## src/verilog/histCfgPkg.sv

```systemverilog
package histCfgPkg;

    // array geometry
    // four pixels
    localparam int pixelBits = 2;
    // sixteen timing bins per pixel
    localparam int binBits = 4;

    // count width per bin
    localparam int countBits = 8;

    // memory address is {pixel, bin}
    localparam int addrBits = pixelBits + binBits;

    // saturation level of a bin count
    localparam logic [countBits-1:0] countMax = '1;

    // highest memory address, end of clear and scan walks
    localparam logic [addrBits-1:0] lastAddr = '1;

    // last bin index of one pixel
    localparam logic [binBits-1:0] lastBin = '1;

endpackage

```

## src/verilog/histTypesPkg.sv

```systemverilog
package histTypesPkg;

    import histCfgPkg::*;

    // one photon event
    // pixel then bin, so the word doubles as a memory address
    typedef struct packed {
        logic [pixelBits-1:0] pixel;
        logic [binBits-1:0]   bin;
    } hitT;

    // write port request of the count memory
    typedef struct packed {
        logic                 en;
        logic [addrBits-1:0]  addr;
        logic [countBits-1:0] data;
    } ramWrT;

    // read port request, data comes back a cycle later
    typedef struct packed {
        logic                en;
        logic [addrBits-1:0] addr;
    } ramRdT;

    // one scanned bin toward the peak finder
    typedef struct packed {
        logic                 valid;
        // first and last bin of a pixel
        logic                 first;
        logic                 last;
        logic [pixelBits-1:0] pixel;
        logic [binBits-1:0]   bin;
        logic [countBits-1:0] count;
    } scanT;

    // per-pixel peak
    typedef struct packed {
        logic [pixelBits-1:0] pixel;
        logic [binBits-1:0]   bin;
        logic [countBits-1:0] count;
    } peakT;

endpackage

```

## src/verilog/binRam.sv

```systemverilog
`timescale 1ns/1ps

module binRam #(
    parameter int addrBits = 6,
    parameter int dataBits = 8
) (
    input  logic                 clk,
    input  histTypesPkg::ramWrT  wr,
    input  histTypesPkg::ramRdT  rd,
    output logic [dataBits-1:0]  rdData
);

    // number of count words
    localparam int depth = 2 ** addrBits;

    // count storage, contents cleared by the controller
    logic [dataBits-1:0] mem [depth];

    // write port
    // takes effect at the clock edge
    always_ff @(posedge clk) begin
        if (wr.en) begin
            mem[wr.addr] <= wr.data;
        end
    end

    // read port, registered
    // same-address write in the same cycle returns the old word
    always_ff @(posedge clk) begin
        if (rd.en) begin
            rdData <= mem[rd.addr];
        end
    end

    // a write never lands on an undefined address
    writeAddrKnown: assert property (
        @(posedge clk) wr.en |-> !$isunknown(wr.addr)
    ) else $error("binRam: write with unknown address");

    // a read request with unknown address leaves rdData undefined next cycle
    readAddrKnown: assert property (
        @(posedge clk) rd.en |=> !$isunknown(rdData) || $past($isunknown(rd.addr))
    ) else $error("binRam: read data unknown for a known address");

endmodule

```

## src/verilog/histFsm.sv

```systemverilog
`timescale 1ns/1ps

module histFsm (
    input  logic                               clk,
    input  logic                               arstN,
    input  logic                               hitValid,
    input  histTypesPkg::hitT                  hit,
    input  logic                               frameEnd,
    output logic                               ready,
    output histTypesPkg::ramRdT                rd,
    output histTypesPkg::ramWrT                wr,
    input  logic [histCfgPkg::countBits-1:0]   rdData,
    output histTypesPkg::scanT                 scan
);

    import histCfgPkg::*;
    import histTypesPkg::*;

    typedef enum logic [1:0] {
        sClear,
        sAccum,
        sDrain,
        sScan
    } stateT;

    stateT state;

    // shared walk counter for clear and scan
    logic [addrBits-1:0] addrCnt;

    // stage one of the read-modify-write
    logic                s1Valid;
    logic                s1Scan;
    logic [addrBits-1:0] s1Addr;

    // write issued in the previous cycle, bypass source
    ramWrT wrQ;

    logic                 bypass;
    logic [countBits-1:0] oldCount;
    logic [countBits-1:0] newCount;
    logic                 scanLastWr;

    // hits accepted only in accumulate
    assign ready = (state == sAccum);

    // final scan entry sits in stage one, read port goes quiet
    assign scanLastWr = s1Valid && s1Scan && (s1Addr == lastAddr);

    // state and walk counter
    always_ff @(posedge clk or negedge arstN) begin
        if (!arstN) begin
            state   <= sClear;
            addrCnt <= '0;
        end else begin
            case (state)
                sClear: begin
                    // one zero write per cycle, wraps back to 0
                    addrCnt <= addrCnt + 1'b1;
                    if (addrCnt == lastAddr) begin
                        state <= sAccum;
                    end
                end
                sAccum: begin
                    if (frameEnd) begin
                        state <= sDrain;
                    end
                end
                sDrain: begin
                    // last hit write commits here
                    state <= sScan;
                end
                sScan: begin
                    if (rd.en) begin
                        addrCnt <= addrCnt + 1'b1;
                    end
                    // stay until the final zero write has gone out
                    if (scanLastWr) begin
                        state <= sAccum;
                    end
                end
                default: begin
                    state <= sClear;
                end
            endcase
        end
    end

    // read requests
    always_comb begin
        rd = '0;
        case (state)
            sAccum: begin
                rd.en   = hitValid;
                rd.addr = {hit.pixel, hit.bin};
            end
            sScan: begin
                rd.en   = !scanLastWr;
                rd.addr = addrCnt;
            end
            default: begin
                rd = '0;
            end
        endcase
    end

    // stage one control
    always_ff @(posedge clk or negedge arstN) begin
        if (!arstN) begin
            s1Valid <= 1'b0;
            s1Scan  <= 1'b0;
        end else begin
            s1Valid <= rd.en;
            s1Scan  <= (state == sScan);
        end
    end

    // stage one address, lines up with rdData
    always_ff @(posedge clk) begin
        s1Addr <= rd.addr;
    end

    // stage two
    // back-to-back hit on the same word reads stale data, take the in-flight count
    assign bypass   = wrQ.en && (wrQ.addr == s1Addr);
    assign oldCount = bypass ? wrQ.data : rdData;
    // saturating increment
    assign newCount = (oldCount == countMax) ? oldCount : oldCount + 1'b1;

    // write port
    always_comb begin
        wr.en   = 1'b0;
        wr.addr = s1Addr;
        wr.data = newCount;
        if (state == sClear) begin
            wr.en   = 1'b1;
            wr.addr = addrCnt;
            wr.data = '0;
        end else if (s1Valid) begin
            wr.en = 1'b1;
            // scan zeroes each bin right after reading it
            if (s1Scan) begin
                wr.data = '0;
            end
        end
    end

    // remember the last write for the bypass compare
    always_ff @(posedge clk or negedge arstN) begin
        if (!arstN) begin
            wrQ <= '0;
        end else begin
            wrQ <= wr;
        end
    end

    // scan stream, one cycle after the read
    always_comb begin
        scan.valid = s1Valid && s1Scan;
        scan.pixel = s1Addr[addrBits-1:binBits];
        scan.bin   = s1Addr[binBits-1:0];
        scan.first = (s1Addr[binBits-1:0] == '0);
        scan.last  = (s1Addr[binBits-1:0] == lastBin);
        scan.count = rdData;
    end

    // inputs only while ready
    hitOnlyWhenReady: assert property (
        @(posedge clk) disable iff (!arstN) hitValid |-> ready
    ) else $error("histFsm: hit while not ready");

    frameEndOnlyWhenReady: assert property (
        @(posedge clk) disable iff (!arstN) frameEnd |-> ready
    ) else $error("histFsm: frameEnd while not ready");

endmodule

```

## src/verilog/peakFinder.sv

```systemverilog
`timescale 1ns/1ps

module peakFinder (
    input  logic               clk,
    input  logic               arstN,
    input  histTypesPkg::scanT scan,
    output logic               peakValid,
    output histTypesPkg::peakT peak
);

    import histTypesPkg::*;

    // running maximum of the current pixel
    peakT best;
    // maximum including the entry now on scan
    peakT cand;
    logic higher;

    // strictly greater so ties keep the smaller bin
    assign higher = (scan.count > best.count);

    always_comb begin
        cand = best;
        // first bin of a pixel restarts the search
        if (scan.first || higher) begin
            cand = '{pixel: scan.pixel, bin: scan.bin, count: scan.count};
        end
    end

    // held maximum and result
    always_ff @(posedge clk) begin
        if (scan.valid) begin
            best <= cand;
            // result on the last bin of the pixel
            if (scan.last) begin
                peak <= cand;
            end
        end
    end

    // one pulse per pixel in the cycle after its last bin
    always_ff @(posedge clk or negedge arstN) begin
        if (!arstN) begin
            peakValid <= 1'b0;
        end else begin
            peakValid <= scan.valid && scan.last;
        end
    end

    // all bins between first and last belong to one pixel
    pixelSteady: assert property (
        @(posedge clk) disable iff (!arstN)
        scan.valid && !scan.first |-> scan.pixel == best.pixel
    ) else $error("peakFinder: pixel changed inside a bin run");

endmodule

```

## src/verilog/histTop.sv

```systemverilog
`timescale 1ns/1ps

module histTop (
    input  logic               clk,
    input  logic               arstN,
    input  logic               hitValid,
    input  histTypesPkg::hitT  hit,
    input  logic               frameEnd,
    output logic               ready,
    output logic               peakValid,
    output histTypesPkg::peakT peak
);

    import histCfgPkg::*;
    import histTypesPkg::*;

    // controller to memory
    ramRdT                rd;
    ramWrT                wr;
    logic [countBits-1:0] rdData;

    // controller to peak finder
    scanT scan;

    // clearing, accumulate and scan control
    histFsm fsm_i (
        .clk      (clk),
        .arstN    (arstN),
        .hitValid (hitValid),
        .hit      (hit),
        .frameEnd (frameEnd),
        .ready    (ready),
        .rd       (rd),
        .wr       (wr),
        .rdData   (rdData),
        .scan     (scan)
    );

    // count memory sized from the array geometry
    binRam #(
        .addrBits (addrBits),
        .dataBits (countBits)
    ) ram_i (
        .clk    (clk),
        .wr     (wr),
        .rd     (rd),
        .rdData (rdData)
    );

    // per-pixel peak search
    peakFinder peak_i (
        .clk       (clk),
        .arstN     (arstN),
        .scan      (scan),
        .peakValid (peakValid),
        .peak      (peak)
    );

endmodule

```

## config.mk

```make
export PLATFORM = sky130hd
export DESIGN_NAME = histTop
export DESIGN_NICKNAME = d
export VERILOG_FILES = /design/src/verilog/histCfgPkg.sv /design/src/verilog/histTypesPkg.sv /design/src/verilog/binRam.sv /design/src/verilog/histFsm.sv /design/src/verilog/peakFinder.sv /design/src/verilog/histTop.sv
export SDC_FILE = /design/constraint.sdc
export NUM_CORES = 1
export LEC_CHECK = 0
export BUFFER_PORTS_ARGS = -buffer_cell sky130_fd_sc_hd__buf_2
export CAP_MARGIN = 30
export CORE_ASPECT_RATIO = 1.2
export CORE_UTILIZATION = 50
export DETAILED_ROUTE_END_ITERATION = 8
export PLACE_DENSITY = 0.65
export SLEW_MARGIN = 10
export SYNTH_ARGS = -nofsm -noshare
export SYNTH_HDL_FRONTEND = slang
export SYNTH_SLANG_ARGS = --single-unit
```

## constraint.sdc

```tcl
create_clock -name clk -period 7.43 [get_ports clk]
set_input_delay 0 -clock clk [delete_from_list [all_inputs] [get_ports clk]]
set_output_delay 0 -clock clk [all_outputs]
set_load 0.01 [all_outputs]
```

**Word level (Yosys, flattened, before mapping)**

Memories as Yosys holds them, arrays and structs flattened. A register that Yosys moved wholly into a read port is not among the register bits.
Cells that the tools add are included.

- Bits in writable memories: 512
- Logic and storage cells: 61
- Flip-flop bits (word level): 60
- Bits of input ports: 10
- Memories: 1
- Output and inout bits: 16

Memory list:

| name | depth | bits a word | rd ports | clocked after Yosys merged registers in | write ports | line | RTL |
|---|---|---|---|---|---|---|---|
| ram_i.mem | 64 | 8 | 1 | 1 | 1 | binRam.sv:17 | `logic [dataBits-1:0] mem [depth];` |

- Multiplexer cells: 18
- Reductions and logical operators: 12
- $add $sub $neg: 2
- Eq/ne operators: 12
- Magnitude comparators: 1

Operator list:

| kind | count |
|---|---|
| 8-bit 2-to-1 mux | 5 |
| 14-bit 2-to-1 mux | 1 |
| 7-bit one-hot mux with 2 select lines | 1 |
| 6-bit == test (second input constant) | 2 |
| 6-bit 2-to-1 mux | 2 |
| 6-bit one-hot mux with 2 select lines | 1 |
| 8-bit by 1-bit adder with 8-bit output (second input constant) | 1 |
| 8-bit == test (second input constant) | 1 |
| 8-bit greater-than comparator | 1 |
| 2-bit one-hot mux with 4 select lines | 1 |
| 6-bit by 1-bit adder with 6-bit output (second input constant) | 1 |
| 6-bit == test | 1 |
| 2-bit 2-to-1 mux | 3 |
| 2-bit by 1-bit != test with 1-bit output (second input constant) | 3 |
| 2-bit == test (second input constant) | 2 |
| 4-bit == test (second input constant) | 1 |
| 1-bit logical AND | 4 |
| 4-bit zero test | 1 |
| 1-bit 2-to-1 mux | 4 |
| 2-bit AND reduction | 2 |
| 3-bit AND reduction | 1 |
| 2-bit by 1-bit == test with 1-bit output (second input constant) | 1 |
| 2-bit zero test | 1 |
| 2-bit != test (second input constant) | 1 |
| 3 further kinds | 3 |

**Longest topological paths before layout**

- Depth after elaboration: 8
- Gate-level depth with buffers: 13
- Depth with buffers taken out: 9

**Cells and area by module**

Synthesis repeated with hierarchy kept, for this count alone.

- Cell total of the unflattened synthesis: 1196
- Area total of the unflattened synthesis: 23307.4 um^2

By module, submodules not included:

| module | times used | cells an instance | area each (um^2) |
|---|---|---|---|
| binRam | 1 | 940 | 20246.9 |
| histFsm | 1 | 181 | 1810.5 |
| peakFinder | 1 | 75 | 1249.9 |

**Least setup slack after synthesis**

OpenSTA, ideal clock, no wires.

- Kind: flip-flop to flip-flop
- Start point: reg fsm_i.wrQ[13] (netlist name)
- End point: mem ram_i.mem[0][6], data pin
- Required time: 6700 ps
- Clock period less this slack: 5465 ps
- Arrival time: 4735 ps
- Slack: 1965 ps
- Cell stages (with the launch flop): 9
- Cell sequence: dfrtp_1 -> xor2_1 -> nor4_2 -> buf_4 -> mux2_2 -> ha_1 -> inv_1 -> nor4b_1 -> a211oi_1

RTL lines:

| item | line | RTL |
|---|---|---|
| start: declaration | histFsm.sv:37 | `ramWrT wrQ;` |
| start signal: assignment | histFsm.sv:153 | `wrQ <= wr;` |
| end: declaration | binRam.sv:17 |  |

**Worst setup path in the final report**

- Start point: reg fsm_i.state[0]
- End point: reg ram_i.rdData[1] (read register of ram_i.mem), data pin

- Word-level cells in the longest chain between the ends: 2
- Elaborated cells between the ends (all ways): 3
- Those cells by class: eq/ne (2); mux (1)

RTL lines:

| item | line | RTL |
|---|---|---|
| start: declaration | histFsm.sv:26 | `stateT state;` |
| start signal: assignment | histFsm.sv:53 | `state <= sClear;` |
| start signal: assignment | histFsm.sv:61 | `state <= sAccum;` |
| start signal: assignment | histFsm.sv:66 | `state <= sDrain;` |
| 2-bit == test / 2-bit by 1-bit == test with 1-bit output (equally long branches) | histFsm.sv:92 | `case (state)` |
| 7-bit one-hot mux with 2 select lines (*) | histFsm.sv:92 |  |
| end: declaration | binRam.sv:10 | `output logic [dataBits-1:0] rdData` |

Mark *: on every way between the ends. The rest lies on a longest branch, timed or not.
A chain may end at the register's enable or synchronous reset.

==> results.ini <==
[outcome]
status=complete, no violations

[critical_path]
worst-path-buf-inv=1
critPathLaunchType=flop
timing.critical_path.slowest_cell_delay_ns=0.85
path_delay_family=compound AO/OA/AOI/OAI gates
critPathArrivalTime_ns=4.50
worst_path_slowest_cell=sky130_fd_sc_hd__a22oi_4
path_cells=ha_1 -> a22oi_4 -> buf_12 -> mux4_2 -> a22o_1 -> o31ai_1 -> a211oi_1
crit_path_max_fanout=75
timing.setup.critical_path_class=reg2reg
critPathRequiredTime_ns=7.73
timing.reg2reg.setup_slack_ns=3.24
crit_path_end_kind=flop

[sta]
finalMaxSlewViolations=0
timing.final.crit_share_pct=56.4
setup_viol=0
hold_viol=0
min_period_ns=4.19
fmax_mhz=238
setup-tns-final_ns=0
clock_skew_ns=0.0193
worst_slew_pin_slew_ns=1.02
final.setup.worst_slack_ns=3.24
rsz0062_at_grt=no
max-slew-margin-rel_pct=32.0

[cts]
ctsResizeCount=0
buffers_from_clock_root_to_sink_at_most=3
clk_transition_reported_paths_ns=0.06
cts_tree=built
clkSinkCount=580
cts.htree.levels=2
postCtsSetupBuffers=0
numCtsBuffers=53
clock_insertion_delay_worst_skew_ns=0.59
clock-root-buffer=sky130_fd_sc_hd__clkbuf_16

[die]
core_region_area_um2=45200
initial_utilization_pct=51.2
chipWidth_um=198
area_enclosed_by_the_die_boundary_um2=47100
rows=85
fp.dieH_um=238
boundaryPins=26

[final_layout]
post_route_cells_drive_above_1_share_pct=20.3
antenna_cells_inserted=0
nets=1296
areaGrowthSynthToFinish_pct=10.9

[detailed_routing]
detailroute.via_count=11500
route.detailed.wl_per_inst_um=26.3
routed_via_density=6.00
postRouteWirelength_um=50400
drt.antenna.violating_nets=0
drt_drc=0
drtIter0Drc=1038
drt_pass1_iterations=5

[power]
leakage_uw=0.00832
part_of_the_total_power_dissipated_in_the_clock_network_pct=21.8
power.net_switching_uw=4110
internal-power_uw=7620
power_frac_comb_pct=35.6
switching_share_pct=35.0
vdd_drop_max_uv=313
power.total_uw=11700
power_per_cell_area_nw_per_um2=457
p_seq_share_pct=42.5

[global_routing]
wire_length_of_the_first_global_routing_pass_um=76100
first_global_vias=11800
initial_antenna_violation_count=0
grt_max_degree=108
grtUsageTotal_pct=22.2
global_route_overflow=0

[logic_synthesis]
most_frequent_cell_after_synthesis=sky130_fd_sc_hd__edfxtp_1
postSynthAreaPerCell_um2=19.0
synth.cells.most_frequent=sky130_fd_sc_hd__edfxtp_1, sky130_fd_sc_hd__mux4_2, sky130_fd_sc_hd__nor2_1, sky130_fd_sc_hd__nand2_1, sky130_fd_sc_hd__inv_1
synth_cells=1216
synth.top_cell.area_share_pct=71.2
synth.lib_cells_used.distinct=59
synth.net_count=1239
dominant_synthesized_flop_cell=sky130_fd_sc_hd__edfxtp_1
mappedNetlistArea_um2=23100
synth-seq-area-share_pct=74.5
post_synthesis_async_set_or_reset_flop_share_pct=4.48
cell_taking_the_most_area_after_synthesis=sky130_fd_sc_hd__edfxtp_1
yosys_register_bits=580
synth-edff-count=548
synth.yosys.warnings=0
biggest_area_contributors_in_the_synthesized_netlist=sky130_fd_sc_hd__edfxtp_1, sky130_fd_sc_hd__mux4_2, sky130_fd_sc_hd__dfrtp_1

[min_path]
holdCritPathClass=in2reg

[place]
pre_cts_ws_ns=3.14
gp_congestion=0.867
io_buffer_count=25
dpl.hpwl_um=30800

[flow_run]
maxCapViolations=0

==> power by group through the flow <==
stage,combinational [µW],clock (µW),sequential [µW]
floorplan,2810,0,5020
global placement,4160,0,5040
detailed placement,4230,0,5050
CTS,4240,2600,4990
global route,4510,2710,5020
finish,4180,2560,4990
==> tightest hold or removal path, stage by stage <==
cell and delay [ns]:
sky130_fd_sc_hd__buf_2 0.11, sky130_fd_sc_hd__nand2_1 0.09, sky130_fd_sc_hd__a31oi_1 0.23, sky130_fd_sc_hd__xor2_1 0.15
==> per-stage QoR <==
| step | area (µm²) | utilization, % | hold WS (ns) | instances |
|---|---|---|---|---|
| global route | 25600 | 56.7 | 0.0964 | 1921 |
| CTS | 25600 | 56.7 | 0.00494 | 1920 |
| floorplan | 23100 | - | -0.296 | 1216 |
| detailed placement | 24000 | 53.0 | 0.0562 | 1818 |
| global placement | 23900 | 52.9 | 0.0523 | 1812 |
| finish | 25600 | 56.7 | 0.0237 | 1921 |
==> placed cells by master (no fill, tap or decap), types with 13 or more instances in the layout <==
master and n:
sky130_fd_sc_hd__a211oi_1 15, sky130_fd_sc_hd__a22o_1 15, sky130_fd_sc_hd__a22oi_1 25, sky130_fd_sc_hd__buf_2 27
sky130_fd_sc_hd__buf_4 22, sky130_fd_sc_hd__clkbuf_16 53, sky130_fd_sc_hd__clkinv_1 14, sky130_fd_sc_hd__dfrtp_1 26
sky130_fd_sc_hd__edfxtp_1 548, sky130_fd_sc_hd__ha_1 13, sky130_fd_sc_hd__inv_1 36, sky130_fd_sc_hd__mux2i_1 27
sky130_fd_sc_hd__mux4_2 120, sky130_fd_sc_hd__nand2_1 69, sky130_fd_sc_hd__nand3_1 18, sky130_fd_sc_hd__nand4_1 19
sky130_fd_sc_hd__nor2_1 81, sky130_fd_sc_hd__o21ai_0 17
==> cell type report <==
class                   instances  area, µm²
clock buffers                  63       1360
clock inverters                31        228
fillers                      3376      19600
inverters                      36        135
multi-input cells             543       5500
flip-flops and latches        580      17200
well taps                     609        762
repair buffers                 59        430
==> cells by family after synthesis <==
family / after synthesis / synth area share, %
muxes: 156 / 13.3
buffers and inverters: 93 / 2.07
and+or+nand+nor: 218 / 4.26
AOI/OAI and AO/OA: 143 / 4.69
xor gates and xnor gates: 13 / 0.492
adders and majority gates: 13 / 0.703
DFF: 580 / 74.5
==> registers in the layout (all words and copies together) (netlist names), 2 cells and up <==
register / count
fsm_i.addrCnt: 6
fsm_i.s1Addr: 6
fsm_i.state: 2
fsm_i.wrQ: 15
peak_i.best: 14
peak_i.peak: 14
ram_i.mem: 512
ram_i.rdData: 8
==> what timing repair did <==
action                                  4_1_cts  5_1_grt
endpoints found under the setup margin        0        0
hold endpoints to repair                     32        0
hold buffers                                  8        0
==> path summary, 6_finish.rpt <==
kind                       cells after the start            from          endpoint
hold / removal                                 4        hitValid  fsm_i.addrCnt[0]
max in group asynchronous                      4           arstN  peak_i.peakValid
min in group asynchronous                      4           arstN      fsm_i.wrQ[5]
setup / recovery                               7  fsm_i.state[0]   ram_i.rdData[1]
setup reg to reg                               7  fsm_i.state[0]   ram_i.rdData[1]
hold reg to reg                                2   fsm_i.s1Valid     fsm_i.wrQ[14]
==> layer usage <==
layer / GRT usage [%] / wire length (µm)
met1: 29.4 / 20400
met2: 37.3 / 25700
met3: 3.28 / 2620
met4: 8.15 / 1770
met5: 0 / 0
(Power assumes the default switching activity.)
